--- src/design/rvCorePkg.sv ---
package rvCorePkg;

    // Sizes
    localparam int XLEN = 32;
    localparam int IMEM_WORDS = 256;
    localparam int DMEM_WORDS = 64;
    localparam int REG_COUNT = 32;
    localparam int IMEM_ADDR_W = $clog2(IMEM_WORDS);
    localparam int DMEM_ADDR_W = $clog2(DMEM_WORDS);

    // Major opcodes of the supported subset
    localparam logic [6:0] OP_REG = 7'b0110011;
    localparam logic [6:0] OP_IMM = 7'b0010011;
    localparam logic [6:0] OP_LOAD = 7'b0000011;
    localparam logic [6:0] OP_STORE = 7'b0100011;
    localparam logic [6:0] OP_BRANCH = 7'b1100011;
    localparam logic [6:0] OP_JAL = 7'b1101111;
    localparam logic [6:0] OP_JALR = 7'b1100111;
    localparam logic [6:0] OP_LUI = 7'b0110111;

    typedef enum logic [3:0] {
        ALU_ADD, ALU_SUB, ALU_AND, ALU_OR, ALU_XOR,
        ALU_SLT, ALU_SLTU, ALU_SLL, ALU_SRL, ALU_SRA
    } aluOpT;

    typedef enum logic [1:0] {PC_SEQ, PC_BRANCH, PC_JAL, PC_JALR} pcSelT;

    typedef enum logic [1:0] {RES_ALU, RES_MEM, RES_PC4} resultSelT;

    // Instruction format views, msb first
    typedef struct packed {
        logic [6:0] funct7;
        logic [4:0] rs2;
        logic [4:0] rs1;
        logic [2:0] funct3;
        logic [4:0] rd;
        logic [6:0] opcode;
    } rTypeT;

    typedef struct packed {
        logic [11:0] imm;
        logic [4:0] rs1;
        logic [2:0] funct3;
        logic [4:0] rd;
        logic [6:0] opcode;
    } iTypeT;

    typedef struct packed {
        logic [6:0] immHi;
        logic [4:0] rs2;
        logic [4:0] rs1;
        logic [2:0] funct3;
        logic [4:0] immLo;
        logic [6:0] opcode;
    } sTypeT;

    typedef struct packed {
        logic imm12;
        logic [5:0] immHi;
        logic [4:0] rs2;
        logic [4:0] rs1;
        logic [2:0] funct3;
        logic [3:0] immLo;
        logic imm11;
        logic [6:0] opcode;
    } bTypeT;

    typedef struct packed {
        logic [19:0] imm;
        logic [4:0] rd;
        logic [6:0] opcode;
    } uTypeT;

    typedef struct packed {
        logic imm20;
        logic [9:0] immLo;
        logic imm11;
        logic [7:0] immMid;
        logic [4:0] rd;
        logic [6:0] opcode;
    } jTypeT;

    typedef union packed {
        rTypeT r;
        iTypeT i;
        sTypeT s;
        bTypeT b;
        uTypeT u;
        jTypeT j;
    } instrT;

    typedef struct packed {
        logic regWrite;
        logic memWrite;
        logic aluSrcImm;
        logic srcAZero;
        aluOpT aluOp;
        resultSelT resultSel;
        pcSelT pcSel;
        logic isBranch;
        logic branchOnNotEqual;
    } ctrlT;

    // One record per retired instruction
    typedef struct packed {
        logic valid;
        logic [XLEN-1:0] pc;
        logic [4:0] rdAddr;
        logic rdWrite;
        logic [XLEN-1:0] rdData;
        logic [XLEN-1:0] nextPc;
    } commitT;

    typedef struct packed {
        logic en;
        logic [IMEM_ADDR_W-1:0] addr;
        logic [XLEN-1:0] data;
    } progWriteT;

endpackage

--- src/design/dataMemory.sv ---
`timescale 1ns/1ps

module dataMemory (
    input  logic                        clk,
    input  logic                        write,
    input  logic [rvCorePkg::XLEN-1:0]  addr,
    input  logic [rvCorePkg::XLEN-1:0]  writeData,
    output logic [rvCorePkg::XLEN-1:0]  readData
);

    logic [rvCorePkg::XLEN-1:0] mem [rvCorePkg::DMEM_WORDS];
    logic [rvCorePkg::DMEM_ADDR_W-1:0] wordIdx;

    // Upper address bits ignored, so the space wraps
    assign wordIdx = addr[rvCorePkg::DMEM_ADDR_W+1:2];

    initial begin
        for (int i = 0; i < rvCorePkg::DMEM_WORDS; i++) begin
            mem[i] = '0;
        end
    end

    always_ff @(posedge clk) begin
        if (write) begin
            mem[wordIdx] <= writeData;
        end
    end

    assign readData = mem[wordIdx];

    // Word stores only
    alignedStore: assert property (
        @(posedge clk) write |-> (addr[1:0] == 2'b00)
    ) else $error("misaligned store to %h", addr);

endmodule

--- config.mk ---
export PLATFORM = sky130hd
export DESIGN_NAME = dataMemory
export DESIGN_NICKNAME = d
export VERILOG_FILES = /design/src/design/rvCorePkg.sv /design/src/design/dataMemory.sv
export SDC_FILE = /design/constraint.sdc
export NUM_CORES = 2
export LEC_CHECK = 0
export BUFFER_PORTS_ARGS = -buffer_cell sky130_fd_sc_hd__buf_4
export CAP_MARGIN = 25
export CORE_MARGIN = 4
export CORE_UTILIZATION = 57
export CTS_CLUSTER_SIZE = 30
export DETAILED_ROUTE_END_ITERATION = 10
export PLACE_DENSITY = 0.81
export SLEW_MARGIN = 20
export SYNTH_ARGS = -nofsm -noshare
export SYNTH_HDL_FRONTEND = slang
export SYNTH_SLANG_ARGS = --single-unit
--- constraint.sdc ---
create_clock -name clk -period 6.8 [get_ports clk]
set_input_delay 1.7 -clock clk [delete_from_list [all_inputs] [get_ports clk]]
set_output_delay 1.7 -clock clk [all_outputs]
set_load 0.005 [all_outputs]
=== After elaboration in Yosys (flattened, before gate mapping) ===
Memory sizes are Yosys's and may differ from the RTL's.
Cells that the tools add are included.

* Add/sub/neg operators: 0
* Multiply operators: 0
* Divide/modulo/power cells: 0
* Magnitude comparators: 0
* Eq/ne operators: 0
* Shifts and indexed selects: 0
* Multiplexer cells: 2
* Bitwise gates (word level): 0
* Reduce and logical (&&, ||, !) cells: 0

{| class="wikitable"
|+ Operators with widths
! operator !! count
|-
| $mux W1 || 2
|}

* Bits in registers: 0
* Latch bits: 0
* Bits in writable memories: 2048
* Memory bits (read-only): 0
* Input bits: 66
* Output and inout port bits: 32
* Logic and storage cells: 3
* Memories kept: 1

{| class="wikitable"
|+ Memory list
! name !! words !! width !! read ports !! clocked after Yosys merged registers in !! wr ports !! RTL line !! text
|-
| mem || 64 || 32 || 1 || 0 || 1 || dataMemory.sv:11 || <nowiki>logic [rvCorePkg::XLEN-1:0] mem [rvCorePkg::DMEM_WORDS];</nowiki>
|}

=== Depth between registers and ports, before layout ===
* Depth in word-level cells: 2
* Depth in mapped cells: 13
* Gate-level depth less buffers: 6

=== Least setup slack after synthesis ===
No wires, ideal clock.

* Path type: input -> output
* Start: input addr[4] (netlist bit)
* End: output readData[29] (netlist bit)
* Arrival: 3871 ps
* Required time: 5100 ps
* Slack: 1229 ps
* Stages on the path: 7
* Path through: buf_2 > buf_1 > mux4_2 > mux2i_1 > nor2_1 > or4b_1 > or4_1

* Longest elaborated chain between the ends: 1

{| class="wikitable"
|+ Ends and longest elaborated chain
! item !! RTL line !! text
|-
| from (decl) || dataMemory.sv:6 || <nowiki>input logic [rvCorePkg::XLEN-1:0] addr,</nowiki>
|-
| $mem_v2 Z64 W32 || -- ||
|-
| to (decl) || dataMemory.sv:8 || <nowiki>output logic [rvCorePkg::XLEN-1:0] readData</nowiki>
|}

No other way between the ends.

=== Worst setup path after layout ===
* Start: input addr[2] (netlist bit)
* End: output readData[20] (netlist bit)

Same word-level chain as after synthesis.

==> results.toml <==
[status]
status = "complete, no violations"

[setup_path]
critPathMaxFanout = 41
path_class = "in2out"
critPathArrivalTime_ps = 5030
end_kind = "output pin"
start_kind = "input pin"
cp.required_ps = 5100

[synth]
synthArstFlopShare = 0
syn_area_sq_mm = 0.0783
synth-edff-count = 2048
syn_inst = 4207
yosys.area.top_type_share = 0.786
synth-main-ff-cell = "edfxtp_1"
synth_nets = 4273
ys_ff_latch = 2048
synthDistinctLibCells = 55
yosys_warnings = 0
synth_seq_area_share = 0.786
syn_avg_cell_area_sq_um = 18.6
synth.area.top_cells = "edfxtp_1 (79%), mux2i_1 (3.3%), mux4_2 (2.8%), mux2_2 (2.1%), a221oi_1 (2.0%)"
synth_top_area_cell = "edfxtp_1"

[route]
drc_errors = 0
first_pass_iters = 7
dr.first_iter.drc_count = 7566
routed_wirelength_mm = 205
vias = 44456
post_drt_wl_per_cell_um = 32.5
viasPerCell = 7.03
ant_nets = 0

[sta]
setup-violations-final = 0
period_share = 0.990
hold_violations = 0
max_slew.worst_pin.slew_ps = 1050
fmax_mhz = 149
post-route-min-period_ps = 6730
slew_violations = 0
fin_ws_ps = 70.6
rsz0062_at_grt = "false"
fin_setup_tns_ps = 0
slew_headroom = 0.295

[layout]
multi_input_area_sq_mm = 0.0160
drive_above_1_share = 0.191
top_regs = "mem: 2048 flops"
largest_reg_flops = 2048
fin_nets = 4445
seq_area_sq_mm = 0.0615
regMostFlops = "mem"
layout-area-overhead-vs-synth_pct = 12.8
fillers = 8313

[floorplanning]
dieWidth_um = 379
initial_utilization = 0.576
num_rows = 135
num_io_pins = 98
fp.dieArea_sq_mm = 0.143
die_height_um = 379
core_area_sq_mm = 0.136

[clock_network]
clockBufferDepth = 3
clk_pin_slew_ps = 60
numClockSinks = 2048
postCtsSetupBuffers = 0
cts_buffers = 184
cts_root_buf = "clkbuf_16"
htree_num_levels = 4
cts_tree = "built"

[pwr]
powerDensity_mw_per_mm2 = 289
leakage_uw = 0.0284
peakVddDrop_mv = 0.209

[place]
routabilityCongestion = 0.919
port_buffers = 71
preCtsSetupSlack_ps = 18.9
dpl.hpwl_mm = 117

[grt]
grt.overflow.total = 0
antenna_found_initial = 25
grt_pass1_vias = 43117
grt_usage = 0.285
grt_max_degree = 90
grt_pass1_wl_mm = 296

[min_path]
holdPathEnd = "mem[45][17]$_DFFE_PP_"
hold_path_depth = 1
hp-class = "in2reg"
hold_start = "writeData[17]"

[run]
maxCapViolCount = 0
[stage by stage]
| stage | power [uW] | util | area, sq um | hold slack, ps | std cells |
|---|---|---|---|---|---|
| floorplan | 14900 | - | 78300 | 1800 | 4207 |
| global placement | 15600 | 0.605 | 82300 | 2240 | 5969 |
| detailed placement | 15700 | 0.606 | 82400 | 2270 | 5973 |
| CTS | 25500 | 0.649 | 88200 | 1390 | 6309 |
| global route | 26200 | 0.649 | 88300 | 1440 | 6313 |
| finish | 25500 | 0.649 | 88300 | 1440 | 6321 |
[area by class of cell]
class                   count  share of cell area
flip-flops and latches   2048               0.697
clock inverters           108              0.0114
multi-input cells        1859               0.182
repair buffers            284              0.0300
clock buffers             228              0.0545
inverters                   2            0.000170
diodes                     11            0.000312
well taps                1781              0.0252
[routing by layer]
layer  track usage  up-vias  wire length (um)  share of wire
met5       0.00206        -                88        0.00043
met2         0.440     3786             95900           0.47
met3        0.0869      542             29900           0.15
li1              -    17882                 -              -
met1         0.388    22232             71200           0.35
met4         0.102       14              8280          0.040
[cell families after synthesis]
group / after synthesis / share of synthesized area
muxes: 502 / 0.0819
DFF: 2048 / 0.786
buffers and inverters: 300 / 0.0170
and+or+nand+nor: 424 / 0.0283
AOI/OAI and AO/OA: 933 / 0.0873
[cell usage after synthesis (all sizes together), types with 3 or more instances]
| library cell | n |
|---|---|
| a2111oi | 15 |
| a211oi | 17 |
| a21oi | 121 |
| a221o | 15 |
| a221oi | 175 |
| a222oi | 16 |
| a22o | 66 |
| a22oi | 188 |
| a31oi | 43 |
| and2 | 5 |
| and3 | 85 |
| buf | 129 |
| clkbuf | 169 |
| edfxtp | 2048 |
| mux2 | 147 |
| mux2i | 259 |
| mux4 | 96 |
| nand2 | 28 |
| nand2b | 18 |
| nand3 | 54 |
| nand4 | 3 |
| nor2 | 145 |
| nor2b | 8 |
| nor3 | 22 |
| nor4 | 14 |
| o21ai | 85 |
| o221ai | 6 |
| o22a | 70 |
| o22ai | 93 |
| o2bb2ai | 15 |
| or3 | 4 |
| or4 | 15 |
| or4b | 14 |
[power breakdown]
| part | switching (uW) | total [uW] | internal [uW] |
|---|---|---|---|
| sequential | 22.1 | 14000 | 14000 |
| clock | 4490 | 10100 | 5610 |
| combinational | 984 | 1450 | 462 |
| total | 5490 | 25500 | 20000 |
[cell usage in the layout (no fill, tap or decap), drive strengths merged, types with 93 or more instances in the layout]
master	instances
o22ai	93
nor2	145
clkbuf	228
mux2i	259
mux4	96
a22oi	188
a221oi	175
edfxtp	2048
a21oi	121
mux2	147
buf	284
[worst max-delay path, cell delays in order]
cell,delay [ps]
buf_8,380
buf_12,230
buf_4,270
nor2b_4,160
buf_12,210
a221o_1,350
o21ai_0,80
nand3_1,200
a2111oi_0,710
nand3_1,390
buf_4,250
[worst max path at each step]
stage	start	endpoint	slack [ps]	cells after the start
2_1_floorplan	addr[4]	readData[29]	1230	7
3_3_place_gp	addr[4]	readData[10]	40	10
3_5_place_dp	addr[4]	readData[10]	20	10
4_1_cts	addr[4]	readData[10]	10	10
5_1_grt	addr[2]	readData[20]	3	11
6_report	addr[2]	readData[20]	70	11
[repair_timing]
item	CTS	global route
gates resized for setup	0	3
hold buffers	0	0
setup endpoints to repair	0	8
endpoints found under the hold margin	0	0
Note: power is estimated with default switching activity, not from simulation.
