--- config.mk ---
export PLATFORM = sky130hd
export DESIGN_NAME = decoder
export DESIGN_NICKNAME = d
export VERILOG_FILES = /design/src/design/rvCorePkg.sv /design/src/design/decoder.sv
export SDC_FILE = /design/constraint.sdc
export NUM_CORES = 1
export LEC_CHECK = 0
export ABC_AREA = 1
export BUFFER_PORTS_ARGS = -buffer_cell sky130_fd_sc_hd__buf_2
export CORE_UTILIZATION = 39
export DETAILED_ROUTE_END_ITERATION = 8
export PLACE_DENSITY = 0.95
export RECOVER_POWER = 100
export REMOVE_ABC_BUFFERS = 1
export SLEW_MARGIN = 20
export SYNTH_ARGS = -nofsm -noshare
export SYNTH_HDL_FRONTEND = slang
export SYNTH_SLANG_ARGS = --single-unit
--- constraint.sdc ---
create_clock -name vclk -period 1.5
set_clock_uncertainty 0.15 [all_clocks]
set_input_delay 0.15 -clock vclk [all_inputs]
set_output_delay 0.15 -clock vclk [all_outputs]
set_load 0.01 [all_outputs]
--- src/design/rvCorePkg.sv ---
package rvCorePkg;

    // Sizes
    localparam int XLEN = 32;
    localparam int IMEM_WORDS = 256;
    localparam int DMEM_WORDS = 64;
    localparam int REG_COUNT = 32;
    localparam int IMEM_ADDR_W = $clog2(IMEM_WORDS);
    localparam int DMEM_ADDR_W = $clog2(DMEM_WORDS);

    // Major opcodes of the supported subset
    localparam logic [6:0] OP_REG = 7'b0110011;
    localparam logic [6:0] OP_IMM = 7'b0010011;
    localparam logic [6:0] OP_LOAD = 7'b0000011;
    localparam logic [6:0] OP_STORE = 7'b0100011;
    localparam logic [6:0] OP_BRANCH = 7'b1100011;
    localparam logic [6:0] OP_JAL = 7'b1101111;
    localparam logic [6:0] OP_JALR = 7'b1100111;
    localparam logic [6:0] OP_LUI = 7'b0110111;

    typedef enum logic [3:0] {
        ALU_ADD, ALU_SUB, ALU_AND, ALU_OR, ALU_XOR,
        ALU_SLT, ALU_SLTU, ALU_SLL, ALU_SRL, ALU_SRA
    } aluOpT;

    typedef enum logic [1:0] {PC_SEQ, PC_BRANCH, PC_JAL, PC_JALR} pcSelT;

    typedef enum logic [1:0] {RES_ALU, RES_MEM, RES_PC4} resultSelT;

    // Instruction format views, msb first
    typedef struct packed {
        logic [6:0] funct7;
        logic [4:0] rs2;
        logic [4:0] rs1;
        logic [2:0] funct3;
        logic [4:0] rd;
        logic [6:0] opcode;
    } rTypeT;

    typedef struct packed {
        logic [11:0] imm;
        logic [4:0] rs1;
        logic [2:0] funct3;
        logic [4:0] rd;
        logic [6:0] opcode;
    } iTypeT;

    typedef struct packed {
        logic [6:0] immHi;
        logic [4:0] rs2;
        logic [4:0] rs1;
        logic [2:0] funct3;
        logic [4:0] immLo;
        logic [6:0] opcode;
    } sTypeT;

    typedef struct packed {
        logic imm12;
        logic [5:0] immHi;
        logic [4:0] rs2;
        logic [4:0] rs1;
        logic [2:0] funct3;
        logic [3:0] immLo;
        logic imm11;
        logic [6:0] opcode;
    } bTypeT;

    typedef struct packed {
        logic [19:0] imm;
        logic [4:0] rd;
        logic [6:0] opcode;
    } uTypeT;

    typedef struct packed {
        logic imm20;
        logic [9:0] immLo;
        logic imm11;
        logic [7:0] immMid;
        logic [4:0] rd;
        logic [6:0] opcode;
    } jTypeT;

    typedef union packed {
        rTypeT r;
        iTypeT i;
        sTypeT s;
        bTypeT b;
        uTypeT u;
        jTypeT j;
    } instrT;

    typedef struct packed {
        logic regWrite;
        logic memWrite;
        logic aluSrcImm;
        logic srcAZero;
        aluOpT aluOp;
        resultSelT resultSel;
        pcSelT pcSel;
        logic isBranch;
        logic branchOnNotEqual;
    } ctrlT;

    // One record per retired instruction
    typedef struct packed {
        logic valid;
        logic [XLEN-1:0] pc;
        logic [4:0] rdAddr;
        logic rdWrite;
        logic [XLEN-1:0] rdData;
        logic [XLEN-1:0] nextPc;
    } commitT;

    typedef struct packed {
        logic en;
        logic [IMEM_ADDR_W-1:0] addr;
        logic [XLEN-1:0] data;
    } progWriteT;

endpackage

--- src/design/decoder.sv ---
`timescale 1ns/1ps

module decoder (
    input  logic                        clk,
    input  logic                        rst,
    input  rvCorePkg::instrT            instr,
    output rvCorePkg::ctrlT             ctrl,
    output logic [rvCorePkg::XLEN-1:0]  imm
);

    logic [6:0] opcode;
    logic [2:0] funct3;
    logic [6:0] funct7;
    logic regFunctOk;
    logic immFunctOk;
    logic knownOpcode;

    assign opcode = instr.r.opcode;
    assign funct3 = instr.r.funct3;
    assign funct7 = instr.r.funct7;

    // Only sub and sra may carry the alternate funct7
    assign regFunctOk = (funct7 == 7'h00) ||
        (funct7 == 7'h20 && (funct3 == 3'b000 || funct3 == 3'b101));
    assign immFunctOk = (funct3 == 3'b001) ? (funct7 == 7'h00) :
        (funct3 == 3'b101) ? (funct7 == 7'h00 || funct7 == 7'h20) : 1'b1;

    assign knownOpcode = opcode inside {rvCorePkg::OP_REG, rvCorePkg::OP_IMM,
        rvCorePkg::OP_LOAD, rvCorePkg::OP_STORE, rvCorePkg::OP_BRANCH,
        rvCorePkg::OP_JAL, rvCorePkg::OP_JALR, rvCorePkg::OP_LUI};

    // Shared funct3 map for register and immediate forms
    function automatic rvCorePkg::aluOpT aluOpFor(input logic [2:0] f3, input logic alt);
        case (f3)
            3'b000: return alt ? rvCorePkg::ALU_SUB : rvCorePkg::ALU_ADD;
            3'b001: return rvCorePkg::ALU_SLL;
            3'b010: return rvCorePkg::ALU_SLT;
            3'b011: return rvCorePkg::ALU_SLTU;
            3'b100: return rvCorePkg::ALU_XOR;
            3'b101: return alt ? rvCorePkg::ALU_SRA : rvCorePkg::ALU_SRL;
            3'b110: return rvCorePkg::ALU_OR;
            default: return rvCorePkg::ALU_AND;
        endcase
    endfunction

    always_comb begin
        // Default is a nop that writes nothing and falls through
        ctrl.regWrite = 1'b0;
        ctrl.memWrite = 1'b0;
        ctrl.aluSrcImm = 1'b0;
        ctrl.srcAZero = 1'b0;
        ctrl.aluOp = rvCorePkg::ALU_ADD;
        ctrl.resultSel = rvCorePkg::RES_ALU;
        ctrl.pcSel = rvCorePkg::PC_SEQ;
        ctrl.isBranch = 1'b0;
        ctrl.branchOnNotEqual = 1'b0;

        case (opcode)
            rvCorePkg::OP_REG: begin
                ctrl.regWrite = regFunctOk;
                ctrl.aluOp = aluOpFor(funct3, funct7[5]);
            end
            rvCorePkg::OP_IMM: begin
                ctrl.regWrite = immFunctOk;
                ctrl.aluSrcImm = 1'b1;
                // No subi, so bit 30 only matters for the right shift
                ctrl.aluOp = aluOpFor(funct3, funct7[5] && funct3 == 3'b101);
            end
            rvCorePkg::OP_LOAD: begin
                ctrl.regWrite = (funct3 == 3'b010);
                ctrl.aluSrcImm = 1'b1;
                ctrl.resultSel = rvCorePkg::RES_MEM;
            end
            rvCorePkg::OP_STORE: begin
                ctrl.memWrite = (funct3 == 3'b010);
                ctrl.aluSrcImm = 1'b1;
            end
            rvCorePkg::OP_BRANCH: begin
                // beq and bne only, compare via subtraction
                ctrl.isBranch = (funct3[2:1] == 2'b00);
                ctrl.branchOnNotEqual = funct3[0];
                ctrl.aluOp = rvCorePkg::ALU_SUB;
                ctrl.pcSel = rvCorePkg::PC_BRANCH;
            end
            rvCorePkg::OP_JAL: begin
                ctrl.regWrite = 1'b1;
                ctrl.resultSel = rvCorePkg::RES_PC4;
                ctrl.pcSel = rvCorePkg::PC_JAL;
            end
            rvCorePkg::OP_JALR: begin
                if (funct3 == 3'b000) begin
                    ctrl.regWrite = 1'b1;
                    ctrl.aluSrcImm = 1'b1;
                    ctrl.resultSel = rvCorePkg::RES_PC4;
                    ctrl.pcSel = rvCorePkg::PC_JALR;
                end
            end
            rvCorePkg::OP_LUI: begin
                ctrl.regWrite = 1'b1;
                ctrl.aluSrcImm = 1'b1;
                ctrl.srcAZero = 1'b1;
            end
            default: ;
        endcase
    end

    // Immediate assembly per format
    always_comb begin
        case (opcode)
            rvCorePkg::OP_IMM, rvCorePkg::OP_LOAD, rvCorePkg::OP_JALR:
                imm = {{20{instr.i.imm[11]}}, instr.i.imm};
            rvCorePkg::OP_STORE:
                imm = {{20{instr.s.immHi[6]}}, instr.s.immHi, instr.s.immLo};
            rvCorePkg::OP_BRANCH:
                imm = {{19{instr.b.imm12}}, instr.b.imm12, instr.b.imm11,
                       instr.b.immHi, instr.b.immLo, 1'b0};
            rvCorePkg::OP_JAL:
                imm = {{11{instr.j.imm20}}, instr.j.imm20, instr.j.immMid,
                       instr.j.imm11, instr.j.immLo, 1'b0};
            rvCorePkg::OP_LUI:
                imm = {instr.u.imm, 12'b0};
            default:
                imm = '0;
        endcase
    end

    // Every instruction fetched while running must be one we know
    knownOpcodeOutOfReset: assert property (
        @(posedge clk) disable iff (rst) knownOpcode
    ) else $error("unknown opcode %h executed", opcode);

endmodule

; ---- Word level (Yosys, flattened, before mapping)
; Cells that the tools add are included.
[word_totals]
ram_bits = 0
word_cells = 45
latch_bits = 0
output_inout_bits = 46
memories = 0
reg_bits = 0
romBits = 0
in_bits = 34
[classes]
eq_ne = 15
bitwise = 0
n_div = 0
shifts = 0
mux = 19
n_mul = 0
n_lt_le_gt_ge = 0
add_sub_neg = 0
reduce_logical = 11
[op_table]
columns = cell, n
row1 = one-hot mux 32 bit (5 select lines), 1
row2 = one-hot mux 4 bit (7 select lines), 2
row3 = equality test 7 x 6 -> 1 bit (second input constant), 4
row4 = equality test 7 bit (second input constant), 3
row5 = one-hot mux 2 bit (3 select lines), 2
row6 = one-hot mux 4 bit (3 select lines), 1
row7 = equality test 3 bit (second input constant), 3
row8 = 2-to-1 mux 1 bit, 9
row9 = equality test 7 x 2 -> 1 bit (second input constant), 1
row10 = equality test 7 x 5 -> 1 bit (second input constant), 1
row11 = logical NOT 7 bit, 1
row12 = equality test 3 x 2 -> 1 bit (second input constant), 2
row13 = one-hot mux 1 bit (5 select lines), 1
row14 = 2-to-1 mux 4 bit, 1
row15 = OR reduction 4 bit, 1
row16 = equality test 3 x 1 -> 1 bit (second input constant), 1
row17 = logical NOT 3 bit, 1
row18 = logical OR 1 bit, 3
row19 = OR reduction 3 bit, 1
row20 = logical AND 1 bit, 2
row21 = logical NOT 2 bit, 1
row22 = 2-to-1 mux 2 bit, 1
row23 = one-hot mux 1 bit (2 select lines), 1
row24 = OR reduction 2 bit, 1

; ---- Depth between registers and ports, before layout
; Gate-level depths: netlist (run 1).
[depth]
depth_word = 5
ltp_mapped = 8
depth_no_buf = 7

; ---- Worst setup path after synthesis (run 1)
; No wires, ideal clock.
[synth_path]
path_kind = in2out
from = input instr[3] (netlist name)
to = output ctrl[12] (netlist name)
required_ns = 1.200
setup_slack_ns = 0.230
path_stages = 6
arrival_ns = 0.970
cell_sequence = inv_1 > nand2_1 > nor2_4 > buf_2 > nand2_1 > nor3_1
[synth_lines]
columns = item, line_no
row1 = from (decl), decoder.sv:6  ; input rvCorePkg::instrT instr,
row2 = to (decl), decoder.sv:7  ; output rvCorePkg::ctrlT ctrl,

; ---- Worst setup path in the final report (run 1)
[layout_path]
from = input instr[3] (netlist name)
to = output imm[20] (netlist name)
[layout_via]
elab_chain_len = 3
elab_cells_between_ends = 9
cone_classes = eq/ne (7) / mux (1) / reduce/logical (1)
[layout_rtl]
columns = item, line_no
row1 = equality test 7 x 5 -> 1 bit (tied with other cells), decoder.sv:109  ; case (opcode)
row2 = OR reduction 3 bit, decoder.sv:109
row3 = one-hot mux 32 bit (5 select lines) (*), decoder.sv:109
row4 = to (decl), decoder.sv:8  ; output logic [rvCorePkg::XLEN-1:0] imm
; Every way passes the cells marked *; elsewhere a longest branch is shown, timed or not.

==> results of run 1 <==
[routing by layer]
| metal | part of all wire [%] | GRT usage (%) |
|---|---|---|
| met4 | 0.31 | 0 |
| met1 | 43 | 27.7 |
| met5 | 0 | 0 |
| met2 | 49 | 44.9 |
| met3 | 8.1 | 2.52 |
[stage by stage]
step,power [W],hold slack [ns]
after global routing,0.000234,0.459
after CTS,0.000196,0.445
after global placement,0.000188,0.441
after floorplan,0.0000874,0.204
after detailed placement,0.000191,0.444
final,0.000213,0.447
[synthesized netlist by cell type, drive strengths merged]
cell   count
nand3     40
nor4       1
inv       19
buf        6
nor3       3
nor2      26
o21ai      1
nand2     63
nand4      2
a21oi      3
[where the power goes]
part / internal, W / total [W] / switching [W]
clock: 0 / 0 / 0
combinational: 0.0000860 / 0.000213 / 0.000127
sequential: 0 / 0 / 0
[cell families after synthesis]
logic type / Yosys count / share of synthesized area (%)
simple gates: 135 / 83.3
buf+inv: 25 / 14.4
compound gates: 4 / 2.35
[worst paths after layout]
| kind | from | endpoint | cells past startpoint |
|---|---|---|---|
| hold / removal | instr[15] | imm[15] | 4 |
| setup / recovery | instr[3] | imm[20] | 9 |
[layout make-up]
class | instances | share of cell area (%)
multi-input cells | 141 | 58.1
inverters | 19 | 5.10
repair buffers | 92 | 34.5
well taps | 27 | 2.33
[what timing repair did]
action	in CTS	in global routing
setup endpoints to repair	21	35
cloned	0	2
pin swaps	1	3
buffers inserted	1	2
gates resized for setup	3	15
hold buffers	0	0
==> run metrics, run 1 <==
clock buf count=0; drt drc=0; Routed WL per cell=10.4 um; slowest stage cell on the critical path=nor2_4; post-layout min period=1.46 ns; Initial DRC Count=19; Post-Syn Instances=164; Layout Utilization=72.3%; status=finished, final reports clean; Crit path arrival time=around 1.2 ns; Total GRT Usage=22.9%; Initial DRT Pass Iterations=4; dpl cell area=1310 um^2; Lkg Pwr=around 1.1 nW; Post-Layout Cell Count=279; Layout Nets=288; via/cell ratio=4.94; Max VDD drop=between 100 and 150 uV; Vias=1379; worst-margin pin slew=0.447 ns; core area=around 2000 um^2; final setup violation count=0; Ys Warns=0; Power Density=147 nW/um^2; sequential share of the synthesized area=0%; Port-buffer cells=a little under 80; setup_tns=0 ns; CP Class=in -> out; Crit Path Max Fanout=10; synth top area cells=nand2_1, nand3_1, nand3_2; Max Cap Viol=0; Buf+Inv Stages, Crit Path=3; final worst setup slack=around 0.044 ns; die height=just under 50 um; Crit path required time=roughly 1.2 ns; total length of routed wires=2.90 mm; RSZ-0062 raised after global routing=true; area growth from synthesis to layout=69.9%; Die Area=between 2000 and 2500 um^2; filler instances=194; Setup WS pre-CTS=-0.0250 ns; synth unique cells=19; Mapped Area=852 um^2; IO Count=80; cell taking the most area after synthesis=nand2_1; commonest cells after routing, fill and taps aside=buf_2, nand2_1, nand3_1, nor2_1, inv_1; most common cell after layout, fill and taps aside=buf_2; final hold violations=0; max-slew violation count=0; Hold Path Class=in -> out; post-route ant nets=0; slowest stage delay, CP=0.16 ns; Post-Place Cells=roughly 270; Initial Utilization=a little over two fifths; initial antenna violation count=0; delay-heaviest family, CP=simple AND/OR/NAND/NOR gates; syn avg cell area=5.20 um^2; post-route cell area=1450 um^2; GP Congestion=0.891; vias in the first global route=1151; n_diodes=0; pin count of the biggest net entering global routing=22; top cell type's share of synthesized area=22.9%; final worst path period share=97.1%; sequential cell area=0 um^2; Peak Freq=around 690 MHz; ratio of cells with drive above 1 in the final layout=around 53%; area of the multi-input gates=841 um^2; HPWL Detailed=2.25 mm; FP Rows=16; first-pass GRT wire length=4.66 mm; GR Overflow Total=0; seq_cells=0; CP cell instances=buf_2 -> inv_1 -> nand2_2 -> nor2_4 -> nand2_2 -> nand2_8 -> nand2_8 -> nand3_2 -> buf_2; Die Span X=48.7 um; CP endpoint kind=primary output; CP startpoint kind=input pin; worst relative slew slack=70.2%
(Power assumes the default switching activity.)
==> run 2: changes to the inputs <==
- CELL_PAD_IN_SITES_DETAIL_PLACEMENT: default -> 1
- CELL_PAD_IN_SITES_GLOBAL_PLACEMENT: default -> 1
- CORE_UTILIZATION: 39 -> 23
==> run 2 against run 1 <==
Effect of this change:
- worst hold slack improved by 0.0095 ns
- global-route usage down 3.9 points
- critical path depth increased by 1
- highest routed layer unchanged
- largest power group unchanged
==> run metrics, run 2 (same netlist as run 1, synthesis figures left out) <==
status=finished, final reports clean; most common cell after layout, fill and taps aside=buf_2; Initial DRT Pass Iterations=4; IO Count=80; Initial Utilization=24.8%; commonest cells after routing, fill and taps aside=buf_2, nand2_1, nand3_1, buf_4, nor2_1; CP Class=in -> out; sequential cell area=0 um^2; Initial DRC Count=56; final hold violations=0; worst-margin pin slew=0.301 ns; Hold Path Class=in -> out; ratio of cells with drive above 1 in the final layout=~61%; Critical Path Source=instr[3]; Die Span X=62.9 um; Layout Utilization=50.3%; post-layout min period=1.49 ns; drt drc=0; CP endpoint kind=primary output; Lkg Pwr=1.25 nW; Vias=1483; via/cell ratio=approximately 4.8; Crit Path Max Fanout=5; Max Cap Viol=0; Total GRT Usage=19.0%; post-route ant nets=0; vias in the first global route=1427; final worst setup slack=0.00572 ns; n_diodes=0; Routed WL per cell=14.2 um; pin count of the biggest net entering global routing=22; CTS hold repair buffers=0; Max VDD drop=63.0 uV; Die Area=3950 um^2; final setup violation count=0; Crit path arrival time=about 1.2 ns; RSZ-0062 raised after global routing=true; CP startpoint kind=input pin; Peak Freq=669 MHz; seq_cells=0; Layout Nets=302; Power Total=0.000273 W; die height=62.9 um; Worst Min Path Start=instr[15]; HPWL Detailed=3.25 mm; GP Congestion=just over 0.8; post-route cell area=between 1500 and 2000 um^2; core area=3440 um^2; Fin Hold WS=between 0.4 and 0.5 ns; Setup WS pre-CTS=-0.106 ns; Port-buffer cells=78; first-pass GRT wire length=6.33 mm; total length of routed wires=4.44 mm; Power Density=158 nW/um^2; max-slew violation count=0; FP Rows=21; worst relative slew slack=79.9%; Crit path required time=1.20 ns; dpl cell area=1400 um^2; initial antenna violation count=0; final worst path period share=roughly 100%; area growth from synthesis to layout=103%; clock buf count=0; GR Overflow Total=0
==> run 2: changes by cell type in the layout (fill, tap and decap cells not counted), sizes merged <==
cell | previous run | this run
buf | 92 | 104
clkbuf | 0 | 1
clkinv | 0 | 1
inv | 19 | 18
nand2 | 65 | 66
==> run 2: cell type report <==
class	count	area [um^2]
Inverter	19	88.8
Multi-Input combinational cell	142	917
Timing Repair Buffer	105	668
Tap cell	46	57.6
Fill cell	478	1710
==> run 2: per-layer routing <==
| metal | wire length (um) | up-vias | global-route usage [%] |
|---|---|---|---|
| li1 | - | 734 | - |
| met1 | 1820 | 697 | 21.8 |
| met3 | 197 | 2 | 1.64 |
| met2 | 2410 | 50 | 39.0 |
| met4 | 10 | 0 | 0 |
| met5 | 0 | - | 0 |
==> run 2: worst paths after layout <==
kind / endpoint / slack (ns) / depth (start not counted)
setup / recovery: imm[3] / 0.006 / 10
hold / removal: imm[15] / 0.46 / 4
==> run 2: metrics by stage <==
stage / setup TNS (ns) / std cells
final: 0 / 312
after global routing: -0.235 / 312
after CTS: -0.0849 / 302
after detailed placement: -0.645 / 301
after global placement: -0.0142 / 301
after floorplan: 0 / 158
==> run 2: worst max-delay path: stages <==
cell and delay (ns):
buf_8 0.10, inv_6 0.05, nand2_4 0.05, nor2_4 0.22, nand2_4 0.11, buf_6 0.13
nand3_4 0.11, nand2_2 0.07, nand2_1 0.07, buf_2 0.13
==> run 2: repair_timing <==
action                     4_1_cts  5_1_grt
pin swaps                        2       16
resized for setup                8       48
gates cloned                     0        3
buffers inserted                 1        8
setup endpoints to repair       27       41
==> run 2: power breakdown <==
group	internal, W	switching [W]
clock	0	0
combinational	0.000119	0.000154
sequential	0	0
==> run 3: changes to the inputs <==
- CORE_UTILIZATION: 23 -> 24
- clock period: 1.5 -> 1.85 ns (I/O delays scaled with it)
==> run 3 against run 2 <==
Effect of this change:
- via count decreased by 10%
- largest cell class unchanged
- largest power group unchanged
- first-iteration DRC count decreased by 52%
- combinational power decreased by 47%
==> run metrics, run 3 (same netlist as run 1, synthesis figures left out) <==
status=finished, final reports clean; Crit path required time=1.51 ns; area growth from synthesis to layout=37.7%; ratio of cells with drive above 1 in the final layout=32.8%; seq_cells=0; Max Cap Viol=0; drt drc=0; HPWL Detailed=2.84 mm; Initial DRT Pass Iterations=4; GR Overflow Total=0; RSZ-0062 raised after global routing=false; commonest cells after routing, fill and taps aside=nand2_1, buf_2, nand3_1, clkbuf_1, nor2_1; Layout Nets=approximately 270; post-CTS setup buffer count=0; Total GRT Usage=approximately 17%; hold path depth=4; sequential cell area=0 um^2; Initial DRC Count=27; pin count of the biggest net entering global routing=22; Die Span X=61.6 um; IO Count=80; clock buf count=0; final hold violations=0; CP endpoint kind=primary output; post_cts resized=0; FP Rows=21; Power Density=roughly 120 nW/um^2; Layout Utilization=34.9%; final worst path period share=~91%; core area=3360 um^2; Lkg Pwr=approximately 0.81 nW; CTS hold repair buffers=0; final setup violation count=0; worst-margin pin slew=0.411 ns; Max VDD drop=just over 40 uV; n_diodes=0; via/cell ratio=around 4.7; post-layout min period=roughly 1.7 ns; Peak Freq=592 MHz; first-pass GRT wire length=around 5 mm; Crit path arrival time=1.36 ns; vias in the first global route=between 1000 and 1500; initial antenna violation count=0; Port-buffer cells=78; Hold Path Class=in -> out; total length of routed wires=3.36 mm; Top Usage Layer GRT=met2; Crit Path Max Fanout=21; Routed WL per cell=11.8 um; CP Class=in -> out; Die Area=3790 um^2; CP startpoint kind=input pin; grt met1 use=20.4%; post-route ant nets=0; Fin Hold WS=0.521 ns; max-slew violation count=0; worst relative slew slack=72.5%; GP Congestion=0.819; Vias=1333; GRT met3 Usage=1.47%; met2 track demand over resource=33.2%; setup_tns=0 ns; die height=61.6 um; Initial Utilization=25.3%; most common cell after layout, fill and taps aside=nand2_1
[run 3: where the power goes]
part / total (W) / switching [W] / internal, W / leakage [nW]
Combinational: 0.000144 / 0.0000906 / 0.0000538 / 0.814
Clock: 0 / 0 / 0 / 0
Sequential: 0 / 0 / 0 / 0
Total: 0.000144 / 0.0000906 / 0.0000538 / 0.814
[run 3: layer usage]
metal | vias to the layer above | wire, um
li1 | 672 | -
met2 | 44 | 1660
met4 | 0 | 0
met1 | 617 | 1470
met3 | 0 | 229
met5 | - | 0
[run 3: through the flow]
| step | instance area (um^2) | power [W] | cells | setup WS, ns |
|---|---|---|---|---|
| floorplan | 801 | 0.0000709 | 158 | 0.413 |
| global placement | 1260 | 0.000146 | 284 | 0.234 |
| detailed placement | 1260 | 0.000151 | 284 | 0.201 |
| CTS | 1260 | 0.000151 | 284 | 0.192 |
| global route | 1170 | 0.000163 | 284 | 0.0253 |
| finish | 1170 | 0.000144 | 284 | 0.160 |
[run 3: worst max-delay path, stage by stage]
cell and delay [ns]:
buf_2 0.13, inv_2 0.07, nand2_4 0.06, nor2_4 0.19, nand2_1 0.14, nand2_4 0.10
nand2_4 0.15, nand3_1 0.15, clkbuf_2 0.16
[run 3: final timing paths]
kind,from,to,slack [ns]
setup / recovery,instr[4],imm[31],0.16
hold / removal,instr[28],imm[8],0.52
[run 3: area by class of cell]
cell class | instances | area (um^2)
fillers | 537 | 2190
inverters | 19 | 71.3
multi-input cells | 139 | 671
well taps | 46 | 57.6
repair buffers | 80 | 374
